$ cat config.mk
export PLATFORM = sky130hd
export DESIGN_NAME = fetch_stage
export DESIGN_NICKNAME = d
export VERILOG_FILES = /design/src/core_pkg.sv /design/src/fetch_stage.sv
export SDC_FILE = /design/constraint.sdc
export NUM_CORES = 1
export LEC_CHECK = 0
export BUFFER_PORTS_ARGS = -buffer_cell sky130_fd_sc_hd__buf_2
export CAP_MARGIN = 20
export CORE_MARGIN = 5
export CORE_UTILIZATION = 40
export CTS_BUF_LIST = sky130_fd_sc_hd__clkbuf_16
export DETAILED_ROUTE_END_ITERATION = 6
export MAX_ROUTING_LAYER = met4
export PLACE_DENSITY_LB_ADDON = 0.25
export SETUP_SLACK_MARGIN = 0.2
export SYNTH_ARGS = -nofsm -noshare
export SYNTH_HDL_FRONTEND = slang
export SYNTH_SLANG_ARGS = --single-unit
$ cat constraint.sdc
create_clock -name clk -period 2.46 [get_ports clk]
set_input_delay 0.246 -clock clk [delete_from_list [all_inputs] [get_ports clk]]
set_output_delay 0.246 -clock clk [all_outputs]
set_load 0.005 [all_outputs]
$ cat src/program.hex
// one RV32I instruction word per line, loaded from word address 0 upward
// the text after each word is its assembly and the value it leaves
00600093 // addi x1, x0, 6      x1 = 6
00B00113 // addi x2, x0, 11     x2 = 11
002081B3 // add  x3, x1, x2     x3 = 17, forwarded at distance 1 and 2
40118233 // sub  x4, x3, x1     x4 = 11
0021F2B3 // and  x5, x3, x2     x5 = 1
0021E333 // or   x6, x3, x2     x6 = 27
0021C3B3 // xor  x7, x3, x2     x7 = 26
0020A433 // slt  x8, x1, x2     x8 = 1
008094B3 // sll  x9, x1, x8     x9 = 12
0081D533 // srl  x10, x3, x8    x10 = 8
FFD00593 // addi x11, x0, -3    x11 = -3
0015A633 // slt  x12, x11, x1   x12 = 1, signed compare
00F37693 // andi x13, x6, 15    x13 = 11
0300E713 // ori  x14, x1, 0x30  x14 = 54
FFF14793 // xori x15, x2, -1    x15 = ~11
FFE5A813 // slti x16, x11, -2   x16 = 1
00409893 // slli x17, x1, 4     x17 = 96
01C5D913 // srli x18, x11, 28   x18 = 15
00302423 // sw   x3, 8(x0)      mem[8] = 17
00802983 // lw   x19, 8(x0)     x19 = 17
00198A33 // add  x20, x19, x1   load-use stall, x20 = 23
00700013 // addi x0, x0, 7      write to x0 never retires
00398663 // beq  x19, x3, +12   taken
00100A93 // addi x21, x0, 1     flushed
00200A93 // addi x21, x0, 2     flushed
00109463 // bne  x1, x1, +8     not taken
00209663 // bne  x1, x2, +12    taken
00100B13 // addi x22, x0, 1     flushed
00200B13 // addi x22, x0, 2     flushed
01402623 // sw   x20, 12(x0)    mem[12] = 23
00C02B83 // lw   x23, 12(x0)    x23 = 23
11702023 // sw   x23, 256(x0)   done store, load-use on the store data
$ cat src/core_pkg.sv
package core_pkg;

    // ====================================================================
    // widths and sizes
    // ====================================================================
    typedef logic [31:0] xlen_t;
    typedef xlen_t       word_t;
    typedef logic [4:0]  reg_addr_t;
    typedef logic [31:0] inst_t;

    localparam int imem_depth = 64;
    localparam int dmem_depth = 64;
    localparam int imem_aw    = $clog2(imem_depth);
    localparam int dmem_aw    = $clog2(dmem_depth);

    // a store to this address ends the program, it lies past the data memory
    localparam xlen_t done_addr = 32'h0000_0100;

    // ====================================================================
    // encodings
    // ====================================================================
    typedef enum logic [6:0] {
        op_reg    = 7'b0110011,
        op_imm    = 7'b0010011,
        op_load   = 7'b0000011,
        op_store  = 7'b0100011,
        op_branch = 7'b1100011
    } opcode_e;

    typedef enum logic [3:0] {
        alu_add, alu_sub, alu_and, alu_or, alu_xor, alu_slt, alu_sll, alu_srl
    } alu_op_e;

    typedef enum logic [1:0] {fwd_none, fwd_mem, fwd_wb} fwd_sel_e;

    typedef enum logic {wb_alu, wb_mem} wb_sel_e;

    // ====================================================================
    // pipeline registers and ports
    // ====================================================================
    typedef struct packed {
        logic  valid;
        xlen_t pc;
        inst_t inst;
    } if_id_t;

    typedef struct packed {
        logic      valid;
        xlen_t     pc;
        xlen_t     imm;
        xlen_t     rs1_val;
        xlen_t     rs2_val;
        reg_addr_t rs1;
        reg_addr_t rs2;
        reg_addr_t rd;
        alu_op_e   alu_op;
        logic      use_imm;
        logic      is_branch;
        logic      branch_ne;
        logic      mem_read;
        logic      mem_write;
        logic      reg_write;
    } id_ex_t;

    typedef struct packed {
        logic      valid;
        xlen_t     alu_result;
        xlen_t     store_data;
        reg_addr_t rd;
        logic      mem_read;
        logic      mem_write;
        logic      reg_write;
    } ex_mem_t;

    typedef struct packed {
        logic      valid;
        xlen_t     wb_data;
        reg_addr_t rd;
        logic      reg_write;
    } mem_wb_t;

    typedef struct packed {
        logic      we;
        reg_addr_t rd;
        xlen_t     data;
    } retire_t;

    typedef struct packed {
        logic  we;
        xlen_t addr;
        xlen_t data;
    } store_t;

endpackage

$ cat src/fetch_stage.sv
module fetch_stage (
    input  logic              clk,
    input  logic              rst_n,
    input  logic              stall,
    input  logic              flush,
    input  logic              branch_taken,
    input  core_pkg::xlen_t   branch_target,
    output core_pkg::if_id_t  if_id
);
    import core_pkg::*;

    xlen_t pc;
    inst_t imem [imem_depth];

    // words past the end of the program read as zero and decode as bubbles
    initial begin
        for (int i = 0; i < imem_depth; i++) begin
            imem[i] = '0;
        end
        $readmemh("/design/src/program.hex", imem);
    end

    always_ff @(posedge clk) begin
        if (!rst_n) begin
            pc <= '0;
        end else if (branch_taken) begin
            pc <= branch_target;  // redirect wins over a stall
        end else if (!stall) begin
            pc <= pc + 32'd4;
        end
    end

    always_ff @(posedge clk) begin
        if (!stall) begin
            if_id.pc   <= pc;
            if_id.inst <= imem[pc[imem_aw+1:2]];
        end
        if (!rst_n || flush) begin
            if_id.valid <= 1'b0;
        end else if (!stall) begin
            if_id.valid <= 1'b1;
        end
    end

endmodule

==> summary.md <==
| Metric | Value |
|---|---|
| GRT overflow | 0 |
| CTS tree | built |
| Die Wd | 97.3 µm |
| First-pass GRT wire length | 11.2 mm |
| Tot GR Track Use | 15.2% |
| Reg2Reg Setup Slack | 440 ps |
| Synth area leader | edfxtp_1 |
| Worst-case vdd ir drop | 376 µV |
| Synth Area per Inst | 10.8 µm² |
| Yosys reg bits | 65 |
| Num rows | 31 |
| Post_cts resized | 0 |
| Core Box Area | 7330 µm² |
| PnR Total Power | 2.82 mW |
| Cell count after synthesis | 281 |
| Initial antenna violation count | 0 |
| Final worst slack | 436 ps |
| Post-CTS setup buffers | 0 |
| Final Hold Violating Endpoints | 0 |
| Finish-stage setup viols | 0 |
| Synth cell types | 43 |
| Share of cells above drive strength 1 | 27.3% |
| RSZ-0062 raised after global routing | false |
| Area growth syn-to-layout | 20.0% |
| Iteration-0 DRC count of the detailed router | 148 |
| Ys Warns | 0 |
| Crit Path Category | register to register |
| Area after DPL | 3340 µm² |
| Vias in the first global route | 2260 |
| Status | finished clean |
| Leakage power | 1.50 nW |
| Die footprint | 9460 µm² |
| I/O pin count | 102 |
| Largest net degree at the start of global routing | 34 |
| Clock Tree Buf Depth | 2 |
| Clock Latency Late Sink | 330 ps |
| Final net count | 388 |
| Final cycle utilization of the critical path | 82.3% |
| Reg clk slew, reported paths | 50 ps |
| Synth Flop Type | dfxtp_1 |
| H-tree levels | 3 |
| Ys async rst share | 0% |
| CTS Buf Count | 9 |
| Pre-CTS setup slack | 423 ps |
| Via Count | 2294 |
| Critical Path AT | 2280 ps |
| Initial core utilization | 41.6% |
| Max frequency | 0.494 GHz |
| Slew @ Worst Pin | 540 ps |
| HPWL after DPL | 4.52 mm |
| PwrDens | 771 nW/µm² |
| Number of port buffers | 69 |
| First-pass DRT Iterations | 4 |
| Final ANT Viol Nets | 0 |
| Routed vias/inst | 5.05 |
| Final GP Congestion | 0.761 |
| DRC | 0 |
| Worst hold-check path type | primary input to register |
| WL final | 6.60 mm |
| Worst slew margin | 64.0% |
| Setup TNS | 0 ps |
| Fillers | 681 |
| Max cap viols | 0 |
| CTS hold repair buffers | 0 |
| Chip height | 97.3 µm |
| Post-route minimum period | 2020 ps |
| Synth top area cells | edfxtp_1, dfxtp_1, buf_4, o21ai_0, a31oi_1 |
| Post-synth top area share | 31.5% |
| Fin Clk Skew | 6.36 ps |
| Required @ worst endpoint | 2720 ps |
| Clock Sinks | 65 |
| Worst-path fanout max | 14 |
| EDFF count, synth | 32 |
| Final Max Slew Viols | 0 |
| Clock Tree Root | clkbuf_16 |
| Worst Setup End Kind | register |
| Fin area | 3660 µm² |
| Setup crit start kind | register |
| Syn Std Cell Area | 3050 µm² |
| Antenna Cells | 0 |
| WL/cell | 14.5 µm |
| Seq/Total Area, Yosys | 53.2% |
==> report_power, final <==
group          leakage (nW)  total, mW  switching [mW]  internal (mW)
Sequential            0.601       1.27          0.0567           1.22
Combinational         0.747      0.203           0.110         0.0935
Clock                 0.152       1.34           0.456          0.885
==> area by class of cell <==
type	count	area (µm²)	share of cell area [%]
timing repair buffer	74	383	10.5
clock inverter	7	93.8	2.57
clock buffer	9	225	6.16
sequential	65	1620	44.4
tap	99	124	3.39
inverter	4	15.0	0.411
multi-input combinational	196	1190	32.6
==> critical path, stage by stage (launching register included) <==
cell      delay [ps]
dfxtp_1          390
ha_1             230
nand4b_4         170
or3_4            480
or4_1            520
a31oi_1          160
==> cells in the mapped netlist, drive strengths merged (4+ instances only) <==
cell	number
clkbuf	9
o31ai	10
buf	37
nand3	8
o211a	5
nor4	5
and4	6
edfxtp	32
a21oi	7
dfxtp	33
o31a	4
or4	10
nand2	17
xnor2	5
nand4	9
xor2	6
o21ai	27
nor2	5
nor3	5
a31oi	12
==> layer usage <==
metal / vias up / track usage [%] / routed length, µm
li1: 1143 / - / -
met1: 1050 / 18.8 / 3040
met2: 92 / 23.2 / 3020
met3: 9 / 5.46 / 483
met4: 0 / 4.79 / 54
met5: - / - / 0
==> state kept, by name (all words and copies together) (netlist names) <==
register,count
pc,32
if_id,33
==> path summary, 6_finish.rpt <==
check | start | endpoint | depth (start not counted)
setup / recovery | pc[2]$_SDFFE_PN0N_ | pc[24]$_SDFFE_PN0N_ | 5
hold / removal | branch_target[4] | pc[4]$_SDFFE_PN0N_ | 2
setup reg to reg | pc[2]$_SDFFE_PN0N_ | pc[24]$_SDFFE_PN0N_ | 5
hold reg to reg | pc[1]$_SDFFE_PN0P_ | if_id[33]$_DFFE_PN_ | 0
==> metrics by stage <==
step	util, %	hold slack, ps	cells
3_5_place_dp	45.5	420	438
2_1_floorplan	-	384	312
6_report	49.9	139	454
5_1_grt	49.9	148	454
3_3_place_gp	45.5	416	438
4_1_cts	49.9	134	454
==> cell families (layout without fill, tap and decap cells) <==
family / after synthesis / count (layout) / share of synthesized area [%]
flops: 65 / 65 / 53.2
compound gates: 68 / 68 / 14.3
buf+inv: 51 / 94 / 11.4
simple gates: 81 / 81 / 16.4
other cells: 1 / 32 / 0.123
mux: 3 / 3 / 0.986
fa+ha+maj: 1 / 1 / 0.411
xor+xnor: 11 / 11 / 3.16
==> layout by cell type (no fill, tap or decap), drive strengths merged, types with 2 or more instances in the layout <==
cell	netlist	final
and3	2	2
or4	10	10
nor2	5	5
and2b	2	2
o311a	2	2
o31ai	10	10
bufinv	0	2
clkinv	1	3
o31a	4	4
nor4	5	5
xnor2	5	5
o211a	5	5
a31oi	12	12
clkinvlp	0	2
inv	3	4
xor2	6	6
nand3	8	8
nor2b	2	2
and4	6	6
clkbuf	9	9
edfxtp	32	32
conb	1	32
nor3	5	5
nand2	17	17
buf	37	74
or3	3	3
dfxtp	33	33
o21ai	27	27
a21oi	7	7
nand4	9	9
nand2b	2	2
mux2i	3	3
Power figures use the tool's default switching activity.
