**src/core_pkg.sv**
```systemverilog
package core_pkg;

    // ====================================================================
    // widths and sizes
    // ====================================================================
    typedef logic [31:0] xlen_t;
    typedef xlen_t       word_t;
    typedef logic [4:0]  reg_addr_t;
    typedef logic [31:0] inst_t;

    localparam int imem_depth = 64;
    localparam int dmem_depth = 64;
    localparam int imem_aw    = $clog2(imem_depth);
    localparam int dmem_aw    = $clog2(dmem_depth);

    // a store to this address ends the program, it lies past the data memory
    localparam xlen_t done_addr = 32'h0000_0100;

    // ====================================================================
    // encodings
    // ====================================================================
    typedef enum logic [6:0] {
        op_reg    = 7'b0110011,
        op_imm    = 7'b0010011,
        op_load   = 7'b0000011,
        op_store  = 7'b0100011,
        op_branch = 7'b1100011
    } opcode_e;

    typedef enum logic [3:0] {
        alu_add, alu_sub, alu_and, alu_or, alu_xor, alu_slt, alu_sll, alu_srl
    } alu_op_e;

    typedef enum logic [1:0] {fwd_none, fwd_mem, fwd_wb} fwd_sel_e;

    typedef enum logic {wb_alu, wb_mem} wb_sel_e;

    // ====================================================================
    // pipeline registers and ports
    // ====================================================================
    typedef struct packed {
        logic  valid;
        xlen_t pc;
        inst_t inst;
    } if_id_t;

    typedef struct packed {
        logic      valid;
        xlen_t     pc;
        xlen_t     imm;
        xlen_t     rs1_val;
        xlen_t     rs2_val;
        reg_addr_t rs1;
        reg_addr_t rs2;
        reg_addr_t rd;
        alu_op_e   alu_op;
        logic      use_imm;
        logic      is_branch;
        logic      branch_ne;
        logic      mem_read;
        logic      mem_write;
        logic      reg_write;
    } id_ex_t;

    typedef struct packed {
        logic      valid;
        xlen_t     alu_result;
        xlen_t     store_data;
        reg_addr_t rd;
        logic      mem_read;
        logic      mem_write;
        logic      reg_write;
    } ex_mem_t;

    typedef struct packed {
        logic      valid;
        xlen_t     wb_data;
        reg_addr_t rd;
        logic      reg_write;
    } mem_wb_t;

    typedef struct packed {
        logic      we;
        reg_addr_t rd;
        xlen_t     data;
    } retire_t;

    typedef struct packed {
        logic  we;
        xlen_t addr;
        xlen_t data;
    } store_t;

endpackage

```
**src/decode_stage.sv**
```systemverilog
module decode_stage (
    input  logic                 clk,
    input  logic                 rst_n,
    input  logic                 stall,
    input  logic                 flush,
    input  core_pkg::if_id_t     if_id,
    output core_pkg::reg_addr_t  rs1_addr,
    output core_pkg::reg_addr_t  rs2_addr,
    input  core_pkg::xlen_t      rs1_data,
    input  core_pkg::xlen_t      rs2_data,
    output core_pkg::id_ex_t     id_ex
);
    import core_pkg::*;

    opcode_e    opcode;
    logic [2:0] funct3;
    logic       funct7_b5;
    xlen_t      imm_i;
    xlen_t      imm_s;
    xlen_t      imm_b;
    logic       legal;
    id_ex_t     id_next;

    assign opcode    = opcode_e'(if_id.inst[6:0]);
    assign funct3    = if_id.inst[14:12];
    assign funct7_b5 = if_id.inst[30];
    assign rs1_addr  = if_id.inst[19:15];
    assign rs2_addr  = if_id.inst[24:20];

    assign imm_i = {{20{if_id.inst[31]}}, if_id.inst[31:20]};
    assign imm_s = {{20{if_id.inst[31]}}, if_id.inst[31:25], if_id.inst[11:7]};
    assign imm_b = {{19{if_id.inst[31]}}, if_id.inst[31], if_id.inst[7],
                    if_id.inst[30:25], if_id.inst[11:8], 1'b0};

    always_comb begin
        id_next         = '0;
        id_next.pc      = if_id.pc;
        id_next.rs1_val = rs1_data;
        id_next.rs2_val = rs2_data;
        id_next.rs1     = rs1_addr;
        id_next.rs2     = rs2_addr;
        id_next.rd      = if_id.inst[11:7];
        id_next.alu_op  = alu_add;
        legal           = 1'b1;

        case (opcode)
            op_reg, op_imm: begin
                id_next.reg_write = 1'b1;
                id_next.use_imm   = (opcode == op_imm);
                id_next.imm       = imm_i;  // shamt sits in the low five bits
                case (funct3)
                    3'b000: begin
                        // only the register form has sub
                        if (opcode == op_reg && funct7_b5) id_next.alu_op = alu_sub;
                        else id_next.alu_op = alu_add;
                    end
                    3'b001:  id_next.alu_op = alu_sll;
                    3'b010:  id_next.alu_op = alu_slt;
                    3'b100:  id_next.alu_op = alu_xor;
                    3'b101:  id_next.alu_op = alu_srl;
                    3'b110:  id_next.alu_op = alu_or;
                    3'b111:  id_next.alu_op = alu_and;
                    default: legal = 1'b0;  // sltu is not supported
                endcase
            end
            op_load: begin
                id_next.use_imm   = 1'b1;
                id_next.imm       = imm_i;
                id_next.mem_read  = 1'b1;
                id_next.reg_write = 1'b1;
            end
            op_store: begin
                id_next.use_imm   = 1'b1;
                id_next.imm       = imm_s;
                id_next.mem_write = 1'b1;
            end
            op_branch: begin
                id_next.imm       = imm_b;
                id_next.is_branch = 1'b1;
                id_next.branch_ne = funct3[0];
                legal             = (funct3[2:1] == 2'b00);  // beq and bne only
            end
            default: legal = 1'b0;
        endcase

        if (id_next.rd == '0) id_next.reg_write = 1'b0;

        id_next.valid = if_id.valid && legal;
        if (!id_next.valid) begin
            id_next.reg_write = 1'b0;
            id_next.mem_read  = 1'b0;
            id_next.mem_write = 1'b0;
            id_next.is_branch = 1'b0;
        end
    end

    always_ff @(posedge clk) begin
        id_ex <= id_next;
        // a stall or a flush turns this slot into a bubble
        if (!rst_n || stall || flush) begin
            id_ex.valid     <= 1'b0;
            id_ex.reg_write <= 1'b0;
            id_ex.mem_read  <= 1'b0;
            id_ex.mem_write <= 1'b0;
            id_ex.is_branch <= 1'b0;
        end
    end

endmodule

```
**config.mk**
```make
export PLATFORM = sky130hd
export DESIGN_NAME = decode_stage
export DESIGN_NICKNAME = d
export VERILOG_FILES = /design/src/core_pkg.sv /design/src/decode_stage.sv
export SDC_FILE = /design/constraint.sdc
export NUM_CORES = 1
export LEC_CHECK = 0
export ABC_AREA = 1
export BUFFER_PORTS_ARGS = -buffer_cell sky130_fd_sc_hd__buf_2
export CAP_MARGIN = 15
export CORE_AREA = 2 2 115 117
export CTS_CLUSTER_SIZE = 28
export DETAILED_ROUTE_END_ITERATION = 12
export DIE_AREA = 0 0 117 119
export PLACE_DENSITY_LB_ADDON = 0.12
export SLEW_MARGIN = 25
export SYNTH_ARGS = -nofsm -noshare
export SYNTH_HDL_FRONTEND = slang
export SYNTH_SLANG_ARGS = --single-unit
```
**constraint.sdc**
```tcl
create_clock -name clk -period 1.05 [get_ports clk]
set_clock_uncertainty 0.15 [all_clocks]
set_input_delay 0.0525 -clock clk [delete_from_list [all_inputs] [get_ports clk]]
set_output_delay 0.0525 -clock clk [all_outputs]
set_load 0.01 [all_outputs]
```
==> metrics <==
Num CTS Buffers 17; EDFF count, synth 0; Global Route Usage Sum 0.1471; row count 42; TNS Setup -3.193 ns; CTS tree yes; Die Footprint 13920 sq um; part of the cycle the worst path needs 1.125; Hold/Removal Path Class in -> reg; Yosys cell types 22; # diodes 0; final hold viol count 12; f_max 0.8469 GHz; fin nets 792; GRT overflow 0; Regs by FF count id_ex: 134 flops; H-tree depth 4; fin crit period 1.181 ns; post-synth net total 385; vias per inst 3.724; DRT antenna net count 0; DP Cell Count 697; vias 3158; WL/cell 13.26 microns; endpoints failing setup 51; Largest register FFs 134; Ports 297; failing checks hold timing, setup timing; Synth Flop Type dfxtp_1; drt pass-1 iters 4; worst stage delay on the critical path 0.42 ns; core box area 12870 sq um; die width 117 microns; hold-critical path endpoint id_ex[5]; largest net degree at the start of global routing 21; RSZ-0062 raised after global routing true; Crit-path slowest cell dfxtp_4; final std cells w/o fill 848; leak pwr 3.562 nW; worst path arrival time 0.98 ns; Die H 119 microns; Pins Over Slew Limit 0; async set-or-reset flop fraction in the synthesized netlist 0; status complete, but fails checks; Bufs on Longest Clock Path 2; I/O Buffers 295; mapped cell area 3336 sq um; Max-Cap Viols 0; Synth Instances 252; Critical Path Start Type flop; hold_sp if_id[4]; Starting Density 0.2591; global placement routability congestion 0.7027; root buffer cell clkbuf_16; Largest Register id_ex; #FFs+latches synth 134; critical path type reg -> out; initial antenna violation count 0; PwrDens 1778 nW/um^2; post-CTS setup buffer count 0; CTS clk-pin slew, worst paths 0.06 ns; Routed WL 11.25 mm; syn_area_per_cell 13.24 sq um; crit path max fanout 20; Top Family by Delay on Critical Path flip-flops; post-DP HPWL 7.586 mm; synth warn 0; register area share after synthesis 0.8042; initial DRC count 52; Critical Path RT 0.85 ns; worst hold slack -0.1569 ns; crit-path cells buf_2; post-route setup slack -0.1308 ns; critical path capture point type output pin; clk sinks 134; VDD IR max 1.208 mV; hold path cells 4; vias in the first global route 3152; share of cells above drive strength 1 0.6071; first-pass GRT wire length 15.03 mm; Syn-to-layout area delta 115.2%; Residual DRC 0; number of buffers and inverters on the critical path 1
layout make-up:
cell class	instances	area, sq um
inverters	23	87.58
clock buffers	22	474.2
clock inverters	10	142.6
fillers	1088	5697
flip-flops and latches	134	2768
repair buffers	418	3137
multi-input cells	65	349.1
well taps	176	220.2
worst max-delay path by stage:
stage	startpoint	endpoint	slack [ns]	cells after the start
finish	id_ex[119]	id_ex[103]	-0.13	1
detailed placement	if_id[3]	id_ex[0]	-0.05	8
CTS	id_ex[119]	id_ex[106]	-0.16	1
global placement	if_id[2]	id_ex[0]	-0.04	8
global route	id_ex[119]	id_ex[101]	-0.20	1
floorplan	if_id[2]	id_ex[0]	0.14	7
synthesized netlist by cell type (2+ instances only):
cell type / instances / area share
dfxtp_1: 134 / 0.80
nor2_4: 2 / 0.0068
o21ai_0: 3 / 0.0045
a21oi_1: 4 / 0.0060
inv_1: 22 / 0.025
buf_4: 30 / 0.068
nor2_1: 12 / 0.014
nand3_1: 5 / 0.0075
nand2_1: 22 / 0.025
nand2_2: 5 / 0.0094
nor3_1: 2 / 0.0030
stage by stage:
| step | hold slack [ns] | worst slack, ns | util | total power [mW] | instance area (sq um) |
|---|---|---|---|---|---|
| floorplan | -0.06978 | 0.1400 | - | 5.746 | 3337 |
| global placement | 0.004997 | -0.03592 | 0.3758 | 6.238 | 4838 |
| detailed placement | 0.006339 | -0.05392 | 0.3758 | 6.241 | 4838 |
| CTS | -0.08186 | -0.1633 | 0.5333 | 12.77 | 6867 |
| global route | -0.1294 | -0.2015 | 0.5575 | 13.30 | 7178 |
| finish | -0.1569 | -0.1308 | 0.5575 | 12.76 | 7178 |
layer usage:
| layer | wire (microns) | up-vias | global-route usage |
|---|---|---|---|
| met4 | 322 | 0 | 0.08162 |
| met5 | 0 | - | 0 |
| met3 | 1064 | 27 | 0.07481 |
| li1 | - | 1558 | - |
| met1 | 3787 | 1410 | 0.1300 |
| met2 | 6073 | 163 | 0.2634 |
cell usage in the layout (no fill, tap or decap), types with 2 or more instances in the layout:
cell type / Yosys / final
a21oi_1: 4 / 3
a21oi_2: 1 / 2
buf_2: 0 / 224
buf_4: 30 / 4
buf_6: 0 / 67
bufinv_16: 0 / 3
clkbuf_1: 0 / 2
clkbuf_16: 0 / 17
clkbuf_8: 0 / 3
clkinv_2: 1 / 3
clkinv_4: 0 / 2
dfxtp_1: 134 / 68
dfxtp_2: 0 / 65
dlygate4sd3_1: 0 / 123
inv_1: 22 / 20
inv_2: 0 / 2
inv_6: 0 / 2
nand2_1: 22 / 22
nand2_2: 5 / 5
nand3_1: 5 / 5
nor2_1: 12 / 12
nor2_4: 2 / 2
o21ai_0: 3 / 3
report_power, final:
| group | internal (mW) | switching [mW] |
|---|---|---|
| combinational | 0.782 | 0.462 |
| clock | 3.94 | 2.16 |
| sequential | 5.34 | 0.0815 |
kinds of logic after synthesis:
logic type / count (synthesis) / synth area share
other cells: 1 / 0.001124
buf+inv: 53 / 0.09377
simple gates: 52 / 0.07690
compound gates: 12 / 0.02401
flops: 134 / 0.8042
repair_timing:
action | CTS | global route
setup endpoints to repair | 142 | 181
pin swaps | 0 | 1
gates resized for setup | 48 | 95
hold endpoints to repair | 134 | 12
hold buffers | 124 | 3
Note: power is estimated with default switching activity, not from simulation.
