--- src/core_pkg.sv ---
package core_pkg;

    // ====================================================================
    // widths and sizes
    // ====================================================================
    typedef logic [31:0] xlen_t;
    typedef xlen_t       word_t;
    typedef logic [4:0]  reg_addr_t;
    typedef logic [31:0] inst_t;

    localparam int imem_depth = 64;
    localparam int dmem_depth = 64;
    localparam int imem_aw    = $clog2(imem_depth);
    localparam int dmem_aw    = $clog2(dmem_depth);

    // a store to this address ends the program, it lies past the data memory
    localparam xlen_t done_addr = 32'h0000_0100;

    // ====================================================================
    // encodings
    // ====================================================================
    typedef enum logic [6:0] {
        op_reg    = 7'b0110011,
        op_imm    = 7'b0010011,
        op_load   = 7'b0000011,
        op_store  = 7'b0100011,
        op_branch = 7'b1100011
    } opcode_e;

    typedef enum logic [3:0] {
        alu_add, alu_sub, alu_and, alu_or, alu_xor, alu_slt, alu_sll, alu_srl
    } alu_op_e;

    typedef enum logic [1:0] {fwd_none, fwd_mem, fwd_wb} fwd_sel_e;

    typedef enum logic {wb_alu, wb_mem} wb_sel_e;

    // ====================================================================
    // pipeline registers and ports
    // ====================================================================
    typedef struct packed {
        logic  valid;
        xlen_t pc;
        inst_t inst;
    } if_id_t;

    typedef struct packed {
        logic      valid;
        xlen_t     pc;
        xlen_t     imm;
        xlen_t     rs1_val;
        xlen_t     rs2_val;
        reg_addr_t rs1;
        reg_addr_t rs2;
        reg_addr_t rd;
        alu_op_e   alu_op;
        logic      use_imm;
        logic      is_branch;
        logic      branch_ne;
        logic      mem_read;
        logic      mem_write;
        logic      reg_write;
    } id_ex_t;

    typedef struct packed {
        logic      valid;
        xlen_t     alu_result;
        xlen_t     store_data;
        reg_addr_t rd;
        logic      mem_read;
        logic      mem_write;
        logic      reg_write;
    } ex_mem_t;

    typedef struct packed {
        logic      valid;
        xlen_t     wb_data;
        reg_addr_t rd;
        logic      reg_write;
    } mem_wb_t;

    typedef struct packed {
        logic      we;
        reg_addr_t rd;
        xlen_t     data;
    } retire_t;

    typedef struct packed {
        logic  we;
        xlen_t addr;
        xlen_t data;
    } store_t;

endpackage

--- src/hazard_unit.sv ---
module hazard_unit (
    input  core_pkg::if_id_t    if_id,
    input  core_pkg::id_ex_t    id_ex,
    input  core_pkg::ex_mem_t   ex_mem,
    input  core_pkg::mem_wb_t   mem_wb,
    input  logic                branch_taken,
    output logic                stall,
    output logic                flush,
    output core_pkg::fwd_sel_e  fwd_a,
    output core_pkg::fwd_sel_e  fwd_b
);
    import core_pkg::*;

    reg_addr_t dec_rs1;
    reg_addr_t dec_rs2;
    opcode_e   dec_opcode;
    logic      dec_uses_rs2;
    logic      load_in_ex;

    // the younger stage holds the newer value, so memory beats write-back
    function automatic fwd_sel_e fwd_pick(reg_addr_t rs, ex_mem_t em, mem_wb_t mw);
        if (rs == '0) return fwd_none;
        if (em.valid && em.reg_write && em.rd == rs) return fwd_mem;
        if (mw.valid && mw.reg_write && mw.rd == rs) return fwd_wb;
        return fwd_none;
    endfunction

    assign fwd_a = fwd_pick(id_ex.rs1, ex_mem, mem_wb);
    assign fwd_b = fwd_pick(id_ex.rs2, ex_mem, mem_wb);

    assign dec_rs1      = if_id.inst[19:15];
    assign dec_rs2      = if_id.inst[24:20];
    assign dec_opcode   = opcode_e'(if_id.inst[6:0]);
    assign dec_uses_rs2 = dec_opcode inside {op_reg, op_store, op_branch};

    // load data is only ready in write-back, one cycle after a plain result
    assign load_in_ex = id_ex.valid && id_ex.mem_read && id_ex.rd != '0;
    assign stall      = load_in_ex && if_id.valid &&
                        (id_ex.rd == dec_rs1 || (dec_uses_rs2 && id_ex.rd == dec_rs2));
    assign flush      = branch_taken;

endmodule

--- config.mk ---
export PLATFORM = sky130hd
export DESIGN_NAME = hazard_unit
export DESIGN_NICKNAME = d
export VERILOG_FILES = /design/src/core_pkg.sv /design/src/hazard_unit.sv
export SDC_FILE = /design/constraint.sdc
export NUM_CORES = 1
export LEC_CHECK = 0
export ABC_AREA = 1
export BUFFER_PORTS_ARGS = -buffer_cell sky130_fd_sc_hd__buf_2
export CORE_AREA = 8 8 124 126
export DETAILED_ROUTE_END_ITERATION = 10
export DIE_AREA = 0 0 132 134
export PLACE_DENSITY = 0.37
export SLEW_MARGIN = 15
export SYNTH_ARGS = -nofsm -noshare
export SYNTH_HDL_FRONTEND = slang
export SYNTH_SLANG_ARGS = --single-unit
export TNS_END_PERCENT = 50
--- constraint.sdc ---
create_clock -name vclk -period 0.9
set_input_delay 0.18 -clock vclk [all_inputs]
set_output_delay 0.18 -clock vclk [all_outputs]
set_load 0.05 [all_outputs]
==> results.ini, run 1 <==
[status]
status=complete, but fails checks
violations=negative setup slack

[logic_synthesis]
yosysTopAreaCell=nand2_1
yosys-top-cells-area=nand2_1 (34%), inv_1 (17%), nor2_1 (11%)
syn_inst=137
avgSynthCellArea_um2=4.457
synth_top_area_share_pct=34.43
netlist_area_um2=610.6
ys_types=17
yosys_warnings=0
seq_area_frac_synth_pct=0
syn_nets=469

[timing]
rsz0062_at_grt=yes
relSlewSlack_pct=83.98
setup_viol=5
worst_pin_slew_ns=0.2396
slew_viol_final=0
finalCritPeriodShare_pct=142.2
finalHoldViolCount=0
max_freq_ghz=0.7811
fin_ws_ns=-0.3802
fin_crit_ns=1.280

[global_routing]
grt_first_pass_wirelength_um=4968
grtUsageMet2_pct=5.812
met3_usage_pct=0.5610
overflow=0
grt.met1_usage_pct=4.183
grt_use_total_pct=3.248
grt_max_degree=6
grt_pass1_vias=1009
antenna_found_initial=0
gr-max-usage-layer=met2

[worst_hold_path]
min_path_type=input pin to primary output
hold-path-cell-count=0
hp-start=branch_taken
hold_end=flush

[critical_path]
crit_fanout=2
crit_type=input pin to primary output
cp.required_ns=0.72
end_kind=primary output
cp-start-kind=input pin
cp_data_arrival_time_ns=1.10

[cells_and_area]
drive_above_1_share_pct=42.13
regArea_um2=0
n_clock_buffer=0
final_common_cell=nand2_1
fin_util_pct=10.06
syn_to_final_growth_pct=122.5
nets=531
n_antenna_cell=0
final_cell_mix=nand2_1 (55), buf_2 (42), inv_1 (25)
seq_cells=0
fin_area_mm2=0.001359

[detailed_routing]
detail-route-antenna-nets=0
via_count=993
dr.pass1.iters=4
drt-total-wl_um=3130
drt_iter0_drc=28
drc=0
vias_per_cell=2.634
routedWlPerCell_um=8.302

[placed_design]
gp_congestion=0.7280
placed_area_mm2=0.001226
port_buffers=54
post-dp-hpwl_um=2897

[die]
boundaryPins=338
die_w_um=132
start_util_pct=4.521
die_area_mm2=0.01769
fp.dieH_um=134
core_mm2=0.01350
rows=43

[run]
max_cap_violations=0

[clock_tree]
postCtsSetupBuffers=0

[power_and_ir_drop]
leakage_nw=0.6794
pwr_density_cell_mw_per_mm2=335.7
ir_worst_vdd_mv=0.1018

critical path, stage by stage:
cell and delay [ns]:
buf_8 0.11, xnor2_4 0.16, nand4_1 0.24, nor3_4 0.23, buf_6 0.18
Yosys cell counts:
| master | instances |
|---|---|
| inv_2 | 3 |
| o22ai_1 | 1 |
| a21oi_1 | 3 |
| inv_1 | 27 |
| nor2_1 | 18 |
| nand2_1 | 56 |
| nand4_1 | 7 |
| xnor2_1 | 6 |
| o21bai_1 | 1 |
| o21ai_0 | 1 |
| a21oi_2 | 1 |
| buf_4 | 1 |
| nand3_1 | 5 |
| nor3_1 | 3 |
| o211ai_1 | 1 |
| nor3_2 | 2 |
| nor2_2 | 1 |
final cells by class:
| cell class | count | area, µm² |
|---|---|---|
| inverter | 30 | 112.6 |
| tap | 180 | 225.2 |
| fill | 1585 | 12150 |
| timing repair buffer | 61 | 421.7 |
| multi-input combinational | 106 | 599.3 |
routing by layer:
layer / part of all wire (%) / vias up / routed length, µm
met4: 0 / 0 / 0
met3: 5.7 / 0 / 177
met2: 48 / 31 / 1518
met5: 0 / - / 0
li1: - / 536 / -
met1: 46 / 426 / 1434
where the power goes:
part,switching [mW],internal (mW)
Clock,0,0
Combinational,0.235,0.222
Sequential,0,0
Total,0.235,0.222
worst max-delay path by stage:
| stage | start | endpoint | slack [ns] | cells after the start |
|---|---|---|---|---|
| 2_1_floorplan | ex_mem[5] | fwd_a[0] | -0.23 | 3 |
| 3_3_place_gp | ex_mem[5] | fwd_b[1] | -0.51 | 6 |
| 3_5_place_dp | ex_mem[5] | fwd_b[1] | -0.50 | 6 |
| 4_1_cts | id_ex[17] | fwd_b[0] | -0.42 | 5 |
| 5_1_grt | ex_mem[5] | fwd_b[0] | -0.44 | 5 |
| 6_report | ex_mem[5] | fwd_b[0] | -0.38 | 5 |
cells by family after synthesis:
| logic type | after synthesis | synth area share (%) |
|---|---|---|
| compound gates | 8 | 8.197 |
| simple gates | 92 | 63.52 |
| xor+xnor | 6 | 8.606 |
| buf+inv | 31 | 19.67 |
metrics by stage:
step,TNS (ns),setup WS [ns],hold slack (ns),instances,total power [mW]
after global placement,-2.241,-0.5104,0.3606,377,0.4065
after detailed placement,-2.185,-0.5008,0.3606,377,0.4046
final,-1.770,-0.3802,0.3600,377,0.4561
after floorplan,-0.8807,-0.2346,0.5271,137,0.2054
after CTS,-1.877,-0.4162,0.3606,377,0.4297
after global routing,-2.137,-0.4400,0.3601,377,0.5084
what timing repair did:
action	CTS	global route
pin swaps	6	17
hold buffers	0	0
setup endpoints to repair	5	5
resized for setup	17	18
(Power assumes the default switching activity.)
==> inputs of run 2 (changes only) <==
--- a/config.mk
+++ b/config.mk
@@ -11,6 +11,7 @@
 export DETAILED_ROUTE_END_ITERATION = 10
 export DIE_AREA = 0 0 132 134
 export PLACE_DENSITY = 0.37
+export REMOVE_ABC_BUFFERS = 1
 export SLEW_MARGIN = 15
 export SYNTH_ARGS = -nofsm -noshare
 export SYNTH_HDL_FRONTEND = slang
==> run 2 against run 1 <==
Against the previous run: the run still ends with negative setup slack left; largest power group unchanged; via count grew 2.1%; clock-buffer cell count did not move; power increased by 0.68%; combinational power is essentially flat; worst setup slack improved by 0.079 ns; highest routed layer is now met4.
==> results.ini, run 2 (synthesized netlist as in run 1, its figures left out) <==
[status]
status=complete, but fails checks  ; unchanged
violations=negative setup slack  ; unchanged

[timing]
setup_viol=5  ; unchanged
fin_crit_ns=1.201  ; was 1.280 ns
finalCritPeriodShare_pct=133.5  ; was 142.2%
slew_viol_final=0  ; unchanged
rsz0062_at_grt=yes  ; unchanged
fin_ws_ns=-0.3015  ; was -0.3802 ns
finalHoldViolCount=0  ; unchanged
worst_pin_slew_ns=0.2033  ; was 0.2396 ns
relSlewSlack_pct=86.41  ; was 83.98%
max_freq_ghz=0.8323  ; was 0.7811 GHz

[detailed_routing]
drt_iter0_drc=20  ; was 28
via_count=1014  ; was 993
dr.pass1.iters=3  ; was 4
vias_per_cell=2.675  ; was 2.634
routedWlPerCell_um=7.789  ; was 8.302 µm
drc=0  ; unchanged
drt-total-wl_um=2952  ; was 3130 µm
detail-route-antenna-nets=0  ; unchanged

[placed_design]
dp.cells=378  ; was 377
port_buffers=54  ; unchanged
post-dp-hpwl_um=2669  ; was 2897 µm
gp_congestion=0.7050  ; was 0.7280
place_ws_ns=-0.4641  ; was -0.5008 ns

[cells_and_area]
regArea_um2=0  ; unchanged
final_cells=379  ; was 377
final_cell_mix=nand2_1 (53), buf_2 (36), inv_1 (17)  ; was nand2_1 (55), buf_2 (42), inv_1 (25)
nets=533  ; was 531
syn_to_final_growth_pct=119.7  ; was 122.5%
n_clock_buffer=0  ; unchanged
n_antenna_cell=0  ; unchanged
seq_cells=0  ; unchanged
drive_above_1_share_pct=47.24  ; was 42.13%
fillCellCount=1591  ; was 1585
final_common_cell=nand2_1  ; unchanged

[critical_path]
cp_data_arrival_time_ns=1.02  ; was 1.10 ns
end_kind=primary output  ; unchanged
crit_fanout=3  ; was 2
cp.required_ns=0.72  ; about the same
cp-start-kind=input pin  ; unchanged
crit_type=input pin to primary output  ; unchanged
startpoint=id_ex[23]  ; was ex_mem[5]

[die]
start_util_pct=4.521  ; unchanged
rows=43  ; unchanged
boundaryPins=338  ; unchanged
core_mm2=0.01350  ; unchanged
die_area_mm2=0.01769  ; unchanged
die_w_um=132  ; unchanged
fp.dieH_um=134  ; unchanged

[power_and_ir_drop]
ir_worst_vdd_mv=0.08480  ; was 0.1018 mV
leakage_nw=0.6735  ; was 0.6794 nW
pwr_density_cell_mw_per_mm2=342.4  ; was 335.7 mW/mm²

[global_routing]
grt_first_pass_wirelength_um=4843  ; was 4968 µm
overflow=0  ; unchanged
grt_max_degree=6  ; unchanged
antenna_found_initial=0  ; unchanged
grt_pass1_vias=1078  ; was 1009
grt_use_total_pct=3.113  ; was 3.248%

[run]
max_cap_violations=0  ; unchanged

[worst_hold_path]
hp-start=branch_taken  ; unchanged
min_path_type=input pin to primary output  ; unchanged

## run 2: changes by cell type in the layout (fill, tap and decap cells not counted), sizes merged
cell / previous run / this run
buf: 61 / 63
## run 2: power by group
part | internal, mW | switching, mW
clock | 0 | 0
sequential | 0 | 0
combinational | 0.233 | 0.226
total | 0.233 | 0.226
## run 2: per-layer routing
metal  part of all wire, %  GRT usage, %  routed length, µm
met3                    13         1.421                373
met5                     0             0                  0
met1                    42         3.477               1243
met2                    43         5.444               1281
met4                   1.8        0.3829                 53
## run 2: final cells by class
class,instances,area (µm²),share of cell area [%]
well taps,180,225.2,16.79
multi-input cells,106,558.0,41.60
repair buffers,63,435.4,32.46
inverters,30,122.6,9.142
## run 2: timing repair
| action | 4_1_cts | 5_1_grt |
|---|---|---|
| pin swaps | 19 | 13 |
| gates resized for setup | 36 | 21 |
| setup endpoints to repair | 5 | 5 |
| buffers inserted | 0 | 1 |
| hold buffers | 0 | 0 |
## run 2: metrics by stage
stage | total power, mW | hold WS, ns | setup TNS (ns) | area, µm² | utilization [%]
3_5_place_dp | 0.3845 | 0.3625 | -2.065 | 1159 | 8.580
5_1_grt | 0.5122 | 0.3607 | -1.730 | 1341 | 9.932
2_1_floorplan | 0.1782 | 0.3600 | -2.465 | 603.1 | -
6_report | 0.4592 | 0.3608 | -1.415 | 1341 | 9.932
3_3_place_gp | 0.3854 | 0.3625 | -2.092 | 1159 | 8.580
4_1_cts | 0.4341 | 0.3625 | -1.494 | 1281 | 9.488
## run 2: critical path, cell delays in order
cell and delay, ns:
buf_8 0.08, inv_4 0.03, a21oi_2 0.13, nand4_1 0.20, nor3_2 0.20, buf_6 0.19
## run 2: final timing paths
path / slack (ns) / cells past startpoint / end
worst max-delay path: -0.30 / 6 / fwd_a[0]
worst min-delay path: 0.36 / 0 / flush
==> inputs of run 3 (changes only) <==
--- a/config.mk
+++ b/config.mk
@@ -6,7 +6,8 @@
 export NUM_CORES = 1
 export LEC_CHECK = 0
 export ABC_AREA = 1
-export BUFFER_PORTS_ARGS = -buffer_cell sky130_fd_sc_hd__buf_2
+export BUFFER_PORTS_ARGS = -buffer_cell sky130_fd_sc_hd__buf_4
+export CAP_MARGIN = 10
 export CORE_AREA = 8 8 124 126
 export DETAILED_ROUTE_END_ITERATION = 10
 export DIE_AREA = 0 0 132 134
==> constraint.sdc (replaced) <==
create_clock -name vclk -period 0.9
set_input_delay 0.225 -clock vclk [all_inputs]
set_output_delay 0.225 -clock vclk [all_outputs]
set_load 0.05 [all_outputs]
==> run 3 against run 2 <==
Against the previous run: the flow still finishes with violations (negative setup slack); sequential cell count stayed put; first-iteration DRC count is 10% higher; global-route usage is 0.087 points higher; cell count is 0.53% lower; die area stayed put; routed wire length is 1.4% higher; design area is 13% higher; sequential share of layout area stayed put; worst setup slack worse by 0.064 ns; non-clock buffer count is 2 lower; utilization is 1.3 points higher; largest cell class unchanged.
==> results.ini, run 3 (synthesized netlist as in run 1, its figures left out) <==
[status]
status=complete, but fails checks  ; unchanged
violations=negative setup slack  ; unchanged

[die]
die_area_mm2=0.01769  ; unchanged
core_mm2=0.01350  ; unchanged
die_w_um=132  ; unchanged
rows=43  ; unchanged
start_util_pct=4.521  ; unchanged
boundaryPins=338  ; unchanged
fp.dieH_um=134  ; unchanged

[timing]
worst_pin_slew_ns=0.2000  ; was 0.2033 ns
setup_viol=5  ; unchanged
fin_ws_ns=-0.3655  ; was -0.3015 ns
slew_viol_final=0  ; unchanged
rsz0062_at_grt=yes  ; unchanged
finalHoldViolCount=0  ; unchanged
finalCritPeriodShare_pct=140.6  ; was 133.5%
max_freq_ghz=0.7902  ; was 0.8323 GHz
fin_crit_ns=1.265  ; was 1.201 ns
relSlewSlack_pct=86.63  ; was 86.41%
holdWs_ns=0.4508  ; was 0.3608 ns
tns_ns=-1.750  ; was -1.415 ns

[global_routing]
grt_max_degree=6  ; unchanged
antenna_found_initial=0  ; unchanged
grt_first_pass_wirelength_um=4864  ; was 4843 µm
overflow=0  ; unchanged
grt_pass1_vias=1034  ; was 1078
grt_use_total_pct=3.200  ; was 3.113%

[detailed_routing]
dr.pass1.iters=4  ; was 3
drc=0  ; unchanged
vias_per_cell=2.645  ; was 2.675
via_count=997  ; was 1014
drt_iter0_drc=22  ; was 20
routedWlPerCell_um=7.936  ; was 7.789 µm
detail-route-antenna-nets=0  ; unchanged
drt-total-wl_um=2992  ; was 2952 µm

[critical_path]
crit_path_cell_trace=buf_6 -> a21oi_2 -> nand4_1 -> nor3_4 -> buf_6  ; was buf_8 -> inv_4 -> a21oi_2 -> nand4_1 -> nor3_2 -> buf_6
critPathMaxStageDelay_ns=0.22  ; was 0.20 ns
crit_fanout=3  ; unchanged
crit_type=input pin to primary output  ; unchanged
crit_family=simple AND/OR/NAND/NOR gates  ; unchanged
end_kind=primary output  ; unchanged
cp_slowest_cell=nor3_4  ; was nand4_1
cp_data_arrival_time_ns=1.04  ; was 1.02 ns
cp_common_cell=buf_6
crit_buf_inv=2  ; was 3
cp.required_ns=0.67  ; was 0.72 ns
cp-start-kind=input pin  ; unchanged

[power_and_ir_drop]
pwr_density_cell_mw_per_mm2=354.7  ; was 342.4 mW/mm²
leakage_nw=0.7201  ; was 0.6735 nW
p_clk_share_pct=0  ; about the same
ir_worst_vdd_mv=0.09584  ; was 0.08480 mV
p_sw_mw=0.2387  ; was 0.2264 mW
pwr-share-seq_pct=0  ; about the same
p_int_mw=0.2974  ; was 0.2328 mW
power.total_mw=0.5361  ; was 0.4592 mW
p_sw_share_pct=44.53  ; was 49.30%
comb_power_share_pct=100.0  ; about the same

[cells_and_area]
final_cell_mix=nand2_1 (49), buf_4 (37), buf_6 (21)  ; was nand2_1 (53), buf_2 (36), inv_1 (17)
final_cells=377  ; was 379
drive_above_1_share_pct=51.27  ; was 47.24%
fillCellCount=1560  ; was 1591
final_common_cell=nand2_1  ; unchanged
n_antenna_cell=0  ; unchanged
seq_cells=0  ; unchanged
n_clock_buffer=0  ; unchanged
nets=531  ; was 533
syn_to_final_growth_pct=147.5  ; was 119.7%
fin_util_pct=11.19  ; was 9.932%
regArea_um2=0  ; unchanged

[placed_design]
dp.cells=376  ; was 378
port_buffers=54  ; unchanged
post-dp-hpwl_um=2769  ; was 2669 µm
gp_congestion=0.7588  ; was 0.7050

[run]
max_cap_violations=0  ; unchanged

[worst_hold_path]
min_path_type=input pin to primary output  ; unchanged

==> run 3: cell types whose count changed in the layout (fill, tap and decap cells not counted), moves of 2 or more <==
| cell | delta |
|---|---|
| buf_2 | -36 |
| inv_4 | +2 |
| a21oi_1 | -2 |
| buf_8 | +2 |
| buf_6 | +9 |
| nand2_4 | +2 |
| nand2_2 | +2 |
| a21oi_2 | +2 |
| inv_1 | -2 |
| buf_4 | +23 |
| nand2_1 | -4 |
==> run 3: path summary, 6_finish.rpt <==
path,startpoint,to,cells past startpoint
hold / removal,branch_taken,flush,0
setup / recovery,ex_mem[6],fwd_a[0],5
==> run 3: area by class of cell <==
cell class                 count  area [µm²]  area share, %
timing repair buffer          61       559.3          37.00
multi-input combinational    106       594.3          39.32
tap                          180       225.2          14.90
inverter                      30       132.6          8.775
==> run 3: per-layer routing <==
metal | vias to the layer above | wire length (µm) | track usage (%)
met1 | 411 | 1278 | 3.829
met4 | 0 | 0 | 0
met3 | 0 | 346 | 1.458
li1 | 539 | - | -
met5 | - | 0 | 0
met2 | 47 | 1367 | 5.444
==> run 3: power groups by stage <==
| stage | combinational (mW) | sequential [mW] | clock [mW] |
|---|---|---|---|
| 3_3_place_gp | 0.440 | 0 | 0 |
| 4_1_cts | 0.473 | 0 | 0 |
| 5_1_grt | 0.592 | 0 | 0 |
| 6_report | 0.536 | 0 | 0 |
| 2_1_floorplan | 0.178 | 0 | 0 |
| 3_5_place_dp | 0.439 | 0 | 0 |
==> run 3: per-stage QoR <==
step	area [µm²]	worst slack [ns]
finish	1511	-0.3655
global route	1511	-0.4245
CTS	1364	-0.3978
detailed placement	1279	-0.4498
global placement	1279	-0.4426
floorplan	603.1	-0.9043
==> run 3: what timing repair did <==
item                       4_1_cts  5_1_grt
resized for setup               28       44
cloned                           0        0
hold buffers                     0        0
setup endpoints to repair        5        5
pin swaps                       16       37
buffers inserted                 0        1
